===== src/decode_settings.svh =====
`ifndef DECODE_SETTINGS_SVH
`define DECODE_SETTINGS_SVH

// register and address width.
`define DEC_XLEN 64

// number of architectural integer registers.
`define DEC_NREGS 32

// bits needed to name one register.
`define DEC_REGNO_W 5

// instruction word width.
`define DEC_ILEN 32

// initial stack pointer, loaded into x2 on reset.
`define DEC_SP_RESET 64'h0000_0000_8000_0000

`endif

===== src/decode_pkg.sv =====
`default_nettype none

package decode_pkg;

  // op_nop must stay at zero so a cleared stage register reads as a bubble.
  typedef enum logic [5:0] {
    op_nop = 6'd0,
    op_lui,
    op_auipc,
    op_jal,
    op_jalr,
    op_beq,
    op_bne,
    op_blt,
    op_bge,
    op_bltu,
    op_bgeu,
    op_lb,
    op_lh,
    op_lw,
    op_ld,
    op_lbu,
    op_lhu,
    op_lwu,
    op_sb,
    op_sh,
    op_sw,
    op_sd,
    op_addi,
    op_slti,
    op_sltiu,
    op_xori,
    op_ori,
    op_andi,
    op_slli,
    op_srli,
    op_srai,
    op_add,
    op_sub,
    op_sll,
    op_slt,
    op_sltu,
    op_xor,
    op_srl,
    op_sra,
    op_or,
    op_and,
    op_addiw,
    op_slliw,
    op_srliw,
    op_sraiw,
    op_addw,
    op_subw,
    op_sllw,
    op_srlw,
    op_sraw,
    op_ecall,
    op_ebreak,
    op_illegal
  } dec_op_e;

  typedef enum logic [2:0] {
    imm_none = 3'd0,
    imm_i,
    imm_s,
    imm_b,
    imm_u,
    imm_j
  } imm_fmt_e;

endpackage

`default_nettype wire


===== src/rv_isa_pkg.sv =====
`default_nettype none

package rv_isa_pkg;

  // major opcode field, instr[6:0].
  typedef enum logic [6:0] {
    maj_lui       = 7'b0110111,
    maj_auipc     = 7'b0010111,
    maj_jal       = 7'b1101111,
    maj_jalr      = 7'b1100111,
    maj_branch    = 7'b1100011,
    maj_load      = 7'b0000011,
    maj_store     = 7'b0100011,
    maj_op_imm    = 7'b0010011,
    maj_op        = 7'b0110011,
    maj_op_imm_32 = 7'b0011011,
    maj_op_32     = 7'b0111011,
    maj_system    = 7'b1110011
  } major_op_e;

  typedef enum logic [2:0] {
    br_beq  = 3'b000,
    br_bne  = 3'b001,
    br_blt  = 3'b100,
    br_bge  = 3'b101,
    br_bltu = 3'b110,
    br_bgeu = 3'b111
  } branch_f3_e;

  typedef enum logic [2:0] {
    ld_lb  = 3'b000,
    ld_lh  = 3'b001,
    ld_lw  = 3'b010,
    ld_ld  = 3'b011,
    ld_lbu = 3'b100,
    ld_lhu = 3'b101,
    ld_lwu = 3'b110
  } load_f3_e;

  typedef enum logic [2:0] {
    st_sb = 3'b000,
    st_sh = 3'b001,
    st_sw = 3'b010,
    st_sd = 3'b011
  } store_f3_e;

  // shared by op, op_imm and their 32-bit forms; alu_sr covers srl and sra.
  typedef enum logic [2:0] {
    alu_add  = 3'b000,
    alu_sll  = 3'b001,
    alu_slt  = 3'b010,
    alu_sltu = 3'b011,
    alu_xor  = 3'b100,
    alu_sr   = 3'b101,
    alu_or   = 3'b110,
    alu_and  = 3'b111
  } alu_f3_e;

endpackage

`default_nettype wire


===== src/decode_stage.sv =====
`default_nettype none
`timescale 1ns/100ps
`include "decode_settings.svh"

module decode_stage import decode_pkg::*; (
  input  logic                    clk,
  input  logic                    rst_n,
  input  logic                    decode_en,
  input  logic                    branch_taken,
  input  logic                    syscall_flush,
  input  logic [`DEC_ILEN-1:0]    instr,
  input  logic [`DEC_XLEN-1:0]    pc_plus4,
  input  logic                    wb_en,
  input  logic [`DEC_REGNO_W-1:0] wb_regno,
  input  logic [`DEC_XLEN-1:0]    wb_value,
  output logic [`DEC_XLEN-1:0]    out_pc_plus4,
  output dec_op_e                 out_op,
  output logic [`DEC_REGNO_W-1:0] out_rs1_regno,
  output logic [`DEC_REGNO_W-1:0] out_rs2_regno,
  output logic [`DEC_REGNO_W-1:0] out_rd_regno,
  output logic [`DEC_XLEN-1:0]    out_rs1_value,
  output logic [`DEC_XLEN-1:0]    out_rs2_value,
  output logic [`DEC_XLEN-1:0]    out_imm,
  output logic [`DEC_XLEN-1:0]    a0,
  output logic [`DEC_XLEN-1:0]    a1,
  output logic [`DEC_XLEN-1:0]    a2,
  output logic [`DEC_XLEN-1:0]    a3,
  output logic [`DEC_XLEN-1:0]    a4,
  output logic [`DEC_XLEN-1:0]    a5,
  output logic [`DEC_XLEN-1:0]    a6,
  output logic [`DEC_XLEN-1:0]    a7
);
  dec_op_e                 dec_op;
  logic [`DEC_REGNO_W-1:0] rs1_regno;
  logic [`DEC_REGNO_W-1:0] rs2_regno;
  logic [`DEC_REGNO_W-1:0] rd_regno;
  logic [`DEC_XLEN-1:0]    imm;
  logic [`DEC_XLEN-1:0]    rs1_value;
  logic [`DEC_XLEN-1:0]    rs2_value;

  inst_decoder u_decoder (
    .instr     (instr),
    .op        (dec_op),
    .rs1_regno (rs1_regno),
    .rs2_regno (rs2_regno),
    .rd_regno  (rd_regno),
    .imm       (imm)
  );

  reg_file u_regs (
    .clk       (clk),
    .rst_n     (rst_n),
    .wb_en     (wb_en),
    .wb_regno  (wb_regno),
    .wb_value  (wb_value),
    .rs1_regno (rs1_regno),
    .rs2_regno (rs2_regno),
    .rs1_value (rs1_value),
    .rs2_value (rs2_value),
    .a0        (a0),
    .a1        (a1),
    .a2        (a2),
    .a3        (a3),
    .a4        (a4),
    .a5        (a5),
    .a6        (a6),
    .a7        (a7)
  );

  decode_pipe_reg u_pipe (
    .clk           (clk),
    .rst_n         (rst_n),
    .decode_en     (decode_en),
    .branch_taken  (branch_taken),
    .syscall_flush (syscall_flush),
    .pc_plus4      (pc_plus4),
    .op            (dec_op),
    .rs1_regno     (rs1_regno),
    .rs2_regno     (rs2_regno),
    .rd_regno      (rd_regno),
    .rs1_value     (rs1_value),
    .rs2_value     (rs2_value),
    .imm           (imm),
    .out_pc_plus4  (out_pc_plus4),
    .out_op        (out_op),
    .out_rs1_regno (out_rs1_regno),
    .out_rs2_regno (out_rs2_regno),
    .out_rd_regno  (out_rd_regno),
    .out_rs1_value (out_rs1_value),
    .out_rs2_value (out_rs2_value),
    .out_imm       (out_imm)
  );

endmodule

`default_nettype wire


===== src/decode_pipe_reg.sv =====
`default_nettype none
`timescale 1ns/100ps
`include "decode_settings.svh"

module decode_pipe_reg import decode_pkg::*; (
  input  logic                    clk,
  input  logic                    rst_n,
  input  logic                    decode_en,
  input  logic                    branch_taken,
  input  logic                    syscall_flush,
  input  logic [`DEC_XLEN-1:0]    pc_plus4,
  input  dec_op_e                 op,
  input  logic [`DEC_REGNO_W-1:0] rs1_regno,
  input  logic [`DEC_REGNO_W-1:0] rs2_regno,
  input  logic [`DEC_REGNO_W-1:0] rd_regno,
  input  logic [`DEC_XLEN-1:0]    rs1_value,
  input  logic [`DEC_XLEN-1:0]    rs2_value,
  input  logic [`DEC_XLEN-1:0]    imm,
  output logic [`DEC_XLEN-1:0]    out_pc_plus4,
  output dec_op_e                 out_op,
  output logic [`DEC_REGNO_W-1:0] out_rs1_regno,
  output logic [`DEC_REGNO_W-1:0] out_rs2_regno,
  output logic [`DEC_REGNO_W-1:0] out_rd_regno,
  output logic [`DEC_XLEN-1:0]    out_rs1_value,
  output logic [`DEC_XLEN-1:0]    out_rs2_value,
  output logic [`DEC_XLEN-1:0]    out_imm
);
  logic clear;

  // a flush clears even while the stage is stalled.
  assign clear = syscall_flush || (decode_en && branch_taken);

  always_ff @(posedge clk or negedge rst_n) begin
    if (!rst_n) begin
      out_pc_plus4  <= '0;
      out_op        <= op_nop;
      out_rs1_regno <= '0;
      out_rs2_regno <= '0;
      out_rd_regno  <= '0;
      out_rs1_value <= '0;
      out_rs2_value <= '0;
      out_imm       <= '0;
    end else if (clear) begin
      out_pc_plus4  <= '0;
      out_op        <= op_nop; // the bubble.
      out_rs1_regno <= '0;
      out_rs2_regno <= '0;
      out_rd_regno  <= '0;
      out_rs1_value <= '0;
      out_rs2_value <= '0;
      out_imm       <= '0;
    end else if (decode_en) begin
      out_pc_plus4  <= pc_plus4;
      out_op        <= op;
      out_rs1_regno <= rs1_regno;
      out_rs2_regno <= rs2_regno;
      out_rd_regno  <= rd_regno;
      out_rs1_value <= rs1_value;
      out_rs2_value <= rs2_value;
      out_imm       <= imm;
    end
  end

endmodule

`default_nettype wire


===== src/reg_file.sv =====
`default_nettype none
`timescale 1ns/100ps
`include "decode_settings.svh"

module reg_file (
  input  logic                    clk,
  input  logic                    rst_n,
  input  logic                    wb_en,
  input  logic [`DEC_REGNO_W-1:0] wb_regno,
  input  logic [`DEC_XLEN-1:0]    wb_value,
  input  logic [`DEC_REGNO_W-1:0] rs1_regno,
  input  logic [`DEC_REGNO_W-1:0] rs2_regno,
  output logic [`DEC_XLEN-1:0]    rs1_value,
  output logic [`DEC_XLEN-1:0]    rs2_value,
  output logic [`DEC_XLEN-1:0]    a0,
  output logic [`DEC_XLEN-1:0]    a1,
  output logic [`DEC_XLEN-1:0]    a2,
  output logic [`DEC_XLEN-1:0]    a3,
  output logic [`DEC_XLEN-1:0]    a4,
  output logic [`DEC_XLEN-1:0]    a5,
  output logic [`DEC_XLEN-1:0]    a6,
  output logic [`DEC_XLEN-1:0]    a7
);
  logic [`DEC_XLEN-1:0] regs [`DEC_NREGS];

  always_ff @(posedge clk or negedge rst_n) begin
    if (!rst_n) begin
      for (int i = 0; i < `DEC_NREGS; i++) begin
        regs[i] <= '0;
      end
      regs[2] <= `DEC_SP_RESET; // x2 is the stack pointer.
    end else if (wb_en && wb_regno != '0) begin
      regs[wb_regno] <= wb_value;
    end
  end

  // no bypass, so a read in the write cycle still sees the old value.
  assign rs1_value = (rs1_regno == '0) ? '0 : regs[rs1_regno];
  assign rs2_value = (rs2_regno == '0) ? '0 : regs[rs2_regno];

  assign a0 = regs[10];
  assign a1 = regs[11];
  assign a2 = regs[12];
  assign a3 = regs[13];
  assign a4 = regs[14];
  assign a5 = regs[15];
  assign a6 = regs[16];
  assign a7 = regs[17]; // syscall number lives here.

endmodule

`default_nettype wire


===== src/inst_decoder.sv =====
`default_nettype none
`timescale 1ns/100ps
`include "decode_settings.svh"

module inst_decoder import rv_isa_pkg::*, decode_pkg::*; (
  input  logic [`DEC_ILEN-1:0]    instr,
  output dec_op_e                 op,
  output logic [`DEC_REGNO_W-1:0] rs1_regno,
  output logic [`DEC_REGNO_W-1:0] rs2_regno,
  output logic [`DEC_REGNO_W-1:0] rd_regno,
  output logic [`DEC_XLEN-1:0]    imm
);
  logic [6:0]          funct7;
  logic [2:0]          funct3;
  dec_op_e             dec_op;
  imm_fmt_e            fmt;
  logic                r_type;
  logic                legal;
  logic                use_rd;
  logic                use_rs1;
  logic                use_rs2;
  logic [`DEC_XLEN-1:0] imm_raw;

  assign funct7 = instr[31:25];
  assign funct3 = instr[14:12];

  always_comb begin
    dec_op = op_illegal;
    fmt    = imm_none;
    r_type = 1'b0;
    case (major_op_e'(instr[6:0]))
      maj_lui: begin
        dec_op = op_lui;
        fmt    = imm_u;
      end
      maj_auipc: begin
        dec_op = op_auipc;
        fmt    = imm_u;
      end
      maj_jal: begin
        dec_op = op_jal;
        fmt    = imm_j;
      end
      maj_jalr: begin
        fmt = imm_i;
        if (funct3 == 3'b000) dec_op = op_jalr;
      end
      maj_branch: begin
        fmt = imm_b;
        case (branch_f3_e'(funct3))
          br_beq:  dec_op = op_beq;
          br_bne:  dec_op = op_bne;
          br_blt:  dec_op = op_blt;
          br_bge:  dec_op = op_bge;
          br_bltu: dec_op = op_bltu;
          br_bgeu: dec_op = op_bgeu;
          default: dec_op = op_illegal;
        endcase
      end
      maj_load: begin
        fmt = imm_i;
        case (load_f3_e'(funct3))
          ld_lb:   dec_op = op_lb;
          ld_lh:   dec_op = op_lh;
          ld_lw:   dec_op = op_lw;
          ld_ld:   dec_op = op_ld;
          ld_lbu:  dec_op = op_lbu;
          ld_lhu:  dec_op = op_lhu;
          ld_lwu:  dec_op = op_lwu;
          default: dec_op = op_illegal;
        endcase
      end
      maj_store: begin
        fmt = imm_s;
        case (store_f3_e'(funct3))
          st_sb:   dec_op = op_sb;
          st_sh:   dec_op = op_sh;
          st_sw:   dec_op = op_sw;
          st_sd:   dec_op = op_sd;
          default: dec_op = op_illegal;
        endcase
      end
      maj_op_imm: begin
        fmt = imm_i; // shifts keep the whole I field, so srai carries bit 10 in imm.
        case (alu_f3_e'(funct3))
          alu_add:  dec_op = op_addi;
          alu_slt:  dec_op = op_slti;
          alu_sltu: dec_op = op_sltiu;
          alu_xor:  dec_op = op_xori;
          alu_or:   dec_op = op_ori;
          alu_and:  dec_op = op_andi;
          alu_sll:  dec_op = (funct7[6:1] == 6'b000000) ? op_slli : op_illegal;
          alu_sr: begin
            if (funct7[6:1] == 6'b000000) dec_op = op_srli;
            else if (funct7[6:1] == 6'b010000) dec_op = op_srai;
          end
          default:  dec_op = op_illegal;
        endcase
      end
      maj_op_imm_32: begin
        fmt = imm_i;
        if (funct3 == 3'b000) dec_op = op_addiw;
        else if (funct3 == 3'b001 && funct7 == 7'b0000000) dec_op = op_slliw;
        else if (funct3 == 3'b101 && funct7 == 7'b0000000) dec_op = op_srliw;
        else if (funct3 == 3'b101 && funct7 == 7'b0100000) dec_op = op_sraiw;
      end
      maj_op: begin
        r_type = 1'b1;
        if (funct7 == 7'b0000000) begin
          case (alu_f3_e'(funct3))
            alu_add:  dec_op = op_add;
            alu_sll:  dec_op = op_sll;
            alu_slt:  dec_op = op_slt;
            alu_sltu: dec_op = op_sltu;
            alu_xor:  dec_op = op_xor;
            alu_sr:   dec_op = op_srl;
            alu_or:   dec_op = op_or;
            alu_and:  dec_op = op_and;
            default:  dec_op = op_illegal;
          endcase
        end else if (funct7 == 7'b0100000) begin
          if (funct3 == 3'b000) dec_op = op_sub;
          else if (funct3 == 3'b101) dec_op = op_sra;
        end
      end
      maj_op_32: begin
        r_type = 1'b1;
        if (funct7 == 7'b0000000) begin
          if (funct3 == 3'b000) dec_op = op_addw;
          else if (funct3 == 3'b001) dec_op = op_sllw;
          else if (funct3 == 3'b101) dec_op = op_srlw;
        end else if (funct7 == 7'b0100000) begin
          if (funct3 == 3'b000) dec_op = op_subw;
          else if (funct3 == 3'b101) dec_op = op_sraw;
        end
      end
      maj_system: begin
        if (instr[19:7] == 13'd0 && instr[31:20] == 12'h000) dec_op = op_ecall;
        else if (instr[19:7] == 13'd0 && instr[31:20] == 12'h001) dec_op = op_ebreak;
      end
      default: dec_op = op_illegal;
    endcase
  end

  always_comb begin
    case (fmt)
      imm_i:   imm_raw = {{(`DEC_XLEN-12){instr[31]}}, instr[31:20]};
      imm_s:   imm_raw = {{(`DEC_XLEN-12){instr[31]}}, instr[31:25], instr[11:7]};
      imm_b:   imm_raw = {{(`DEC_XLEN-13){instr[31]}}, instr[31], instr[7],
                          instr[30:25], instr[11:8], 1'b0};
      imm_u:   imm_raw = {{(`DEC_XLEN-32){instr[31]}}, instr[31:12], 12'b0};
      imm_j:   imm_raw = {{(`DEC_XLEN-21){instr[31]}}, instr[31], instr[19:12],
                          instr[20], instr[30:21], 1'b0};
      default: imm_raw = '0;
    endcase
  end

  assign legal   = (dec_op != op_illegal);
  assign use_rd  = legal && (r_type || fmt == imm_i || fmt == imm_u || fmt == imm_j);
  assign use_rs1 = legal && (r_type || fmt == imm_i || fmt == imm_s || fmt == imm_b);
  assign use_rs2 = legal && (r_type || fmt == imm_s || fmt == imm_b);

  assign op        = dec_op;
  assign rd_regno  = use_rd ? instr[11:7] : '0;
  assign rs1_regno = use_rs1 ? instr[19:15] : '0;
  assign rs2_regno = use_rs2 ? instr[24:20] : '0;
  assign imm       = legal ? imm_raw : '0; // unknown encodings carry no immediate.

endmodule

`default_nettype wire


===== config.mk =====
export PLATFORM = sky130hd
export DESIGN_NAME = decode_stage
export DESIGN_NICKNAME = d
export VERILOG_FILES = /design/src/decode_pkg.sv /design/src/rv_isa_pkg.sv /design/src/decode_stage.sv /design/src/decode_pipe_reg.sv /design/src/reg_file.sv /design/src/inst_decoder.sv
export VERILOG_INCLUDE_DIRS = /design/src /design/src/src
export SDC_FILE = /design/constraint.sdc
export NUM_CORES = 2
export LEC_CHECK = 0
export ABC_AREA = 0
export BUFFER_PORTS_ARGS = -buffer_cell sky130_fd_sc_hd__buf_2
export CORE_MARGIN = 8
export CORE_UTILIZATION = 55
export CTS_CLUSTER_SIZE = 10
export DETAILED_ROUTE_END_ITERATION = 16
export GPL_TIMING_DRIVEN = 0
export PLACE_DENSITY_LB_ADDON = 0.05
export SKIP_CTS_REPAIR_TIMING = 1
export SYNTH_ARGS = -nofsm -noshare
export SYNTH_HDL_FRONTEND = slang
export SYNTH_HIERARCHICAL = 1
export SYNTH_SLANG_ARGS = --single-unit

===== constraint.sdc =====
create_clock -name clk -period 4.29 [get_ports clk]
set_input_delay 0.858 -clock clk [delete_from_list [all_inputs] [get_ports clk]]
set_output_delay 0.858 -clock clk [all_outputs]
set_load 0.03 [all_outputs]

==> impl_results.md <==
- Status: finished, violations left
- Failing checks: max-capacitance violations, max-slew violations, negative setup slack
- Worst hold path type: primary input to register
- Period utilization: 118.6%
- Max Used Layer: met5
- Sequential Power Share: ~44%
- Fillers: between 15,000 and 20,000
- Clock latency on the worst-skew pair: roughly 940 ps
- GRT Util Overall: approximately half
- Max reg flops: between 1,500 and 2,000
- Max_cap viols: 20
- Initial core utilization: approximately 55%
- CTS tree: done
- Share of cells above drive strength 1: between 50% and 60%
- Vias in the first global route: 96,380
- Launch point of the worst path: instr[12]
- Measured slew at the worst slew-check pin: approximately 1700 ps
- Yosys reg bits: between 2,000 and 2,500
- # setup viols final: between 100 and 150
- Finished Layout Cells: roughly 14,000
- CTS Root Cell: clkbuf_16
- Worst-path maximum fanout: 10
- Critical R2R Launch: u_regs/regs[18]
- Sw Share: 30.39%
- Kind of critical path: primary input to register
- Clock network fraction of total power: about 34%
- Final Net Count: between 10,000 and 15,000
- Top cells by area, synth: dfrtp_1, mux2_2, mux4_2
- YS warnings: 6
- Core box area: roughly 0.23 mm^2
- Slew Limit Headroom: -13.79%
- Initial antenna violation count: 90
- Synthesized cell area: about 0.13 mm^2
- Post-synth EDFFs: 0
- Global route total overflow: 0
- Number of buffers created by CTS: approximately 290
- Area delta synth->final: 20.47%
- Critical Path Start Type: primary input
- Unrepaired setup endpoints after global routing: yes
- Sequential-to-total area share from yosys stat: a little under half
- Met2 wire len: 254,100 um
- DR iter-0 viols: approximately 16,000
- Hpwl dp: roughly 430,000 um
- Fin. Hold Viols: 0
- Average routed wire per standard cell: around 45 um
- Total routed wirelength: between 600,000 and 700,000 um
- Final setup TNS: -77,510 ps
- Hold path startpoint: pc_plus4[49]
- WL met3: between 90,000 and 100,000 um
- Pre-CTS setup slack: -4736 ps
- Largest net degree at the start of global routing: 161
- Crit. End Element: register
- Cell with the most instances after synthesis: dfrtp_1
- Reg with most FFs: u_regs/regs
- Power Total: around 66 mW
- # rows: 176
- Die ar.: between 0.2 and 0.25 mm^2
- Placed Instances: approximately 13,000
- Internal: about 46 mW
- Crit path time final: ~5000 ps
- Gpl congestion: roughly 1.0
- Synth area leader: dfrtp_1
- Setup ws final: -798.0 ps
- Worst Path Arrival: around 5800 ps
- Via density: roughly 7.3
- Post-synth top area share: 45.79%
- Fmax: just under 200 MHz
- Pwr per Cell Area: approximately 430 mW/mm^2
- Vias: ~100k
- Post-Route Skew: around 47 ps
- Port Buffers: 950
- First drt pass iteration count: 9
- CTS H-tree depth: 5
- Max clock buf depth: 4
- DRC viols: 0
- WP data required: between 5000 and 6000 ps
- Slew Viols, Final: 192
- Gate Count Post-Synth: 9,108
- Top cells by count, synth: dfrtp_1, mux2_2, mux4_2
- Utilization after layout: 66.54%
- Detail Route Antenna Nets: 0
- First-pass GRT wire length: roughly 820,000 um
- Post-synth cell types: 89
- Syn_nets: a little over 9,000
- Ports: between 900 and 1,000
- FFs w/ async S/R, synth: between 90% and 100%
- Die height: about 500 um
- Pleak: ~66 nW
- Met1 WL: ~210,000 um
- Comb pwr share: between 20 and 25%
- Avg Cell Area, Syn: roughly 14 um^2
- Chip width: roughly 500 um
- Main synth FF type: dfrtp_1
- Clk slew on worst S/H paths: ~60 ps
- Max VDD drop: just under 0.3 mV
- Clock sinks: ~2,300
- Net Sw Power: approximately 20 mW
## cells by family after synthesis
group,after synthesis,synth area share [%]
buffers and inverters,1521,6.622
AOI/OAI and AO/OA,739,3.656
and+or+nand+nor,1092,5.212
adders and majority gates,7,0.06896
muxes,3423,38.62
DFF,2325,45.81
xor gates and xnor gates,1,0.006898
## power groups by stage
stage               combinational [mW]  sequential, mW  clock [mW]
CTS                               14.1            28.9        22.3
global placement                  13.7            29.1           0
global route                      15.2            29.5        23.1
floorplan                         10.3            27.9           0
finish                            14.6            29.2        22.3
detailed placement                14.0            29.3           0
## worst max-delay path, cell delays in order
cell,delay (ps)
buf_12,100
clkinvlp_4,140
ha_4,210
buf_8,120
or3b_4,440
a31oi_4,180
nor3_2,80
nor4b_2,230
buf_4,180
o211ai_1,130
nor4b_4,290
buf_6,190
buf_12,150
nor2_4,40
buf_12,140
buf_12,150
buf_16,160
buf_16,190
buf_12,190
buf_12,180
nor2_4,400
a221oi_4,170
a2111o_1,490
nand3b_1,230
a21oi_1,100
## layer usage
metal | vias to the layer above | track usage, %
met4 | 46 | 35.93
met2 | 9124 | 66.23
met1 | 52210 | 60.01
met5 | - | 0.4304
met3 | 2513 | 23.10
li1 | 36740 | -
## cell type report
cell class | count | area (um^2) | area share, %
multi-input combinational | 5262 | 61890 | 40.46
sequential | 2325 | 58180 | 38.03
buffer | 1505 | 12000 | 7.842
timing repair buffer | 1249 | 8767 | 5.731
clock buffer | 377 | 7995 | 5.226
tap | 3026 | 3786 | 2.475
antenna | 87 | 217.7 | 0.1423
clock inverter | 13 | 97.59 | 0.06379
inverter | 9 | 50.05 | 0.03271
## per-stage QoR
stage / instance area [um^2] / hold slack [ps]
after floorplan: 128000 / 424.6
after global placement: 136600 / 435.9
after detailed placement: 137500 / 443.1
after CTS: 145600 / -129.0
after global routing: 152800 / 168.2
final: 153000 / 181.7
## cell usage in the layout (no fill, tap or decap), drive strengths merged, types with 14 or more instances in the layout
cell type  Yosys  layout
a211o         16      16
a211oi        14      14
a21o          44      44
a21oi        331     331
a22o          14      14
a22oi         57      57
buf          939    2207
clkbuf       573     922
dfrtp       2324    2324
diode          0      87
inv            9      16
mux2        2024    2024
mux2i        420     420
mux4         979     979
nand2        140     140
nand2b       293     293
nand3        100     100
nand3b       280     280
nor2          80      80
nor2b         53      53
nor3          23      23
nor4          16      16
o21ai         18      18
o22ai        154     154
or2           48      48
## path summary, 6_finish.rpt
kind,depth (start not counted),slack (ps),end
min reg2reg,1,460,u_regs/regs[1987]
min,3,180,u_pipe/out_pc_plus4[49]
min in group asynchronous,2,470,u_regs/regs[1477]
max in group asynchronous,6,730,u_regs/regs[1774]
max,25,-800,u_pipe/out_rs1_value[24]
max reg2reg,6,1910,u_pipe/out_rs1_value[18]
(Power assumes the default switching activity.)
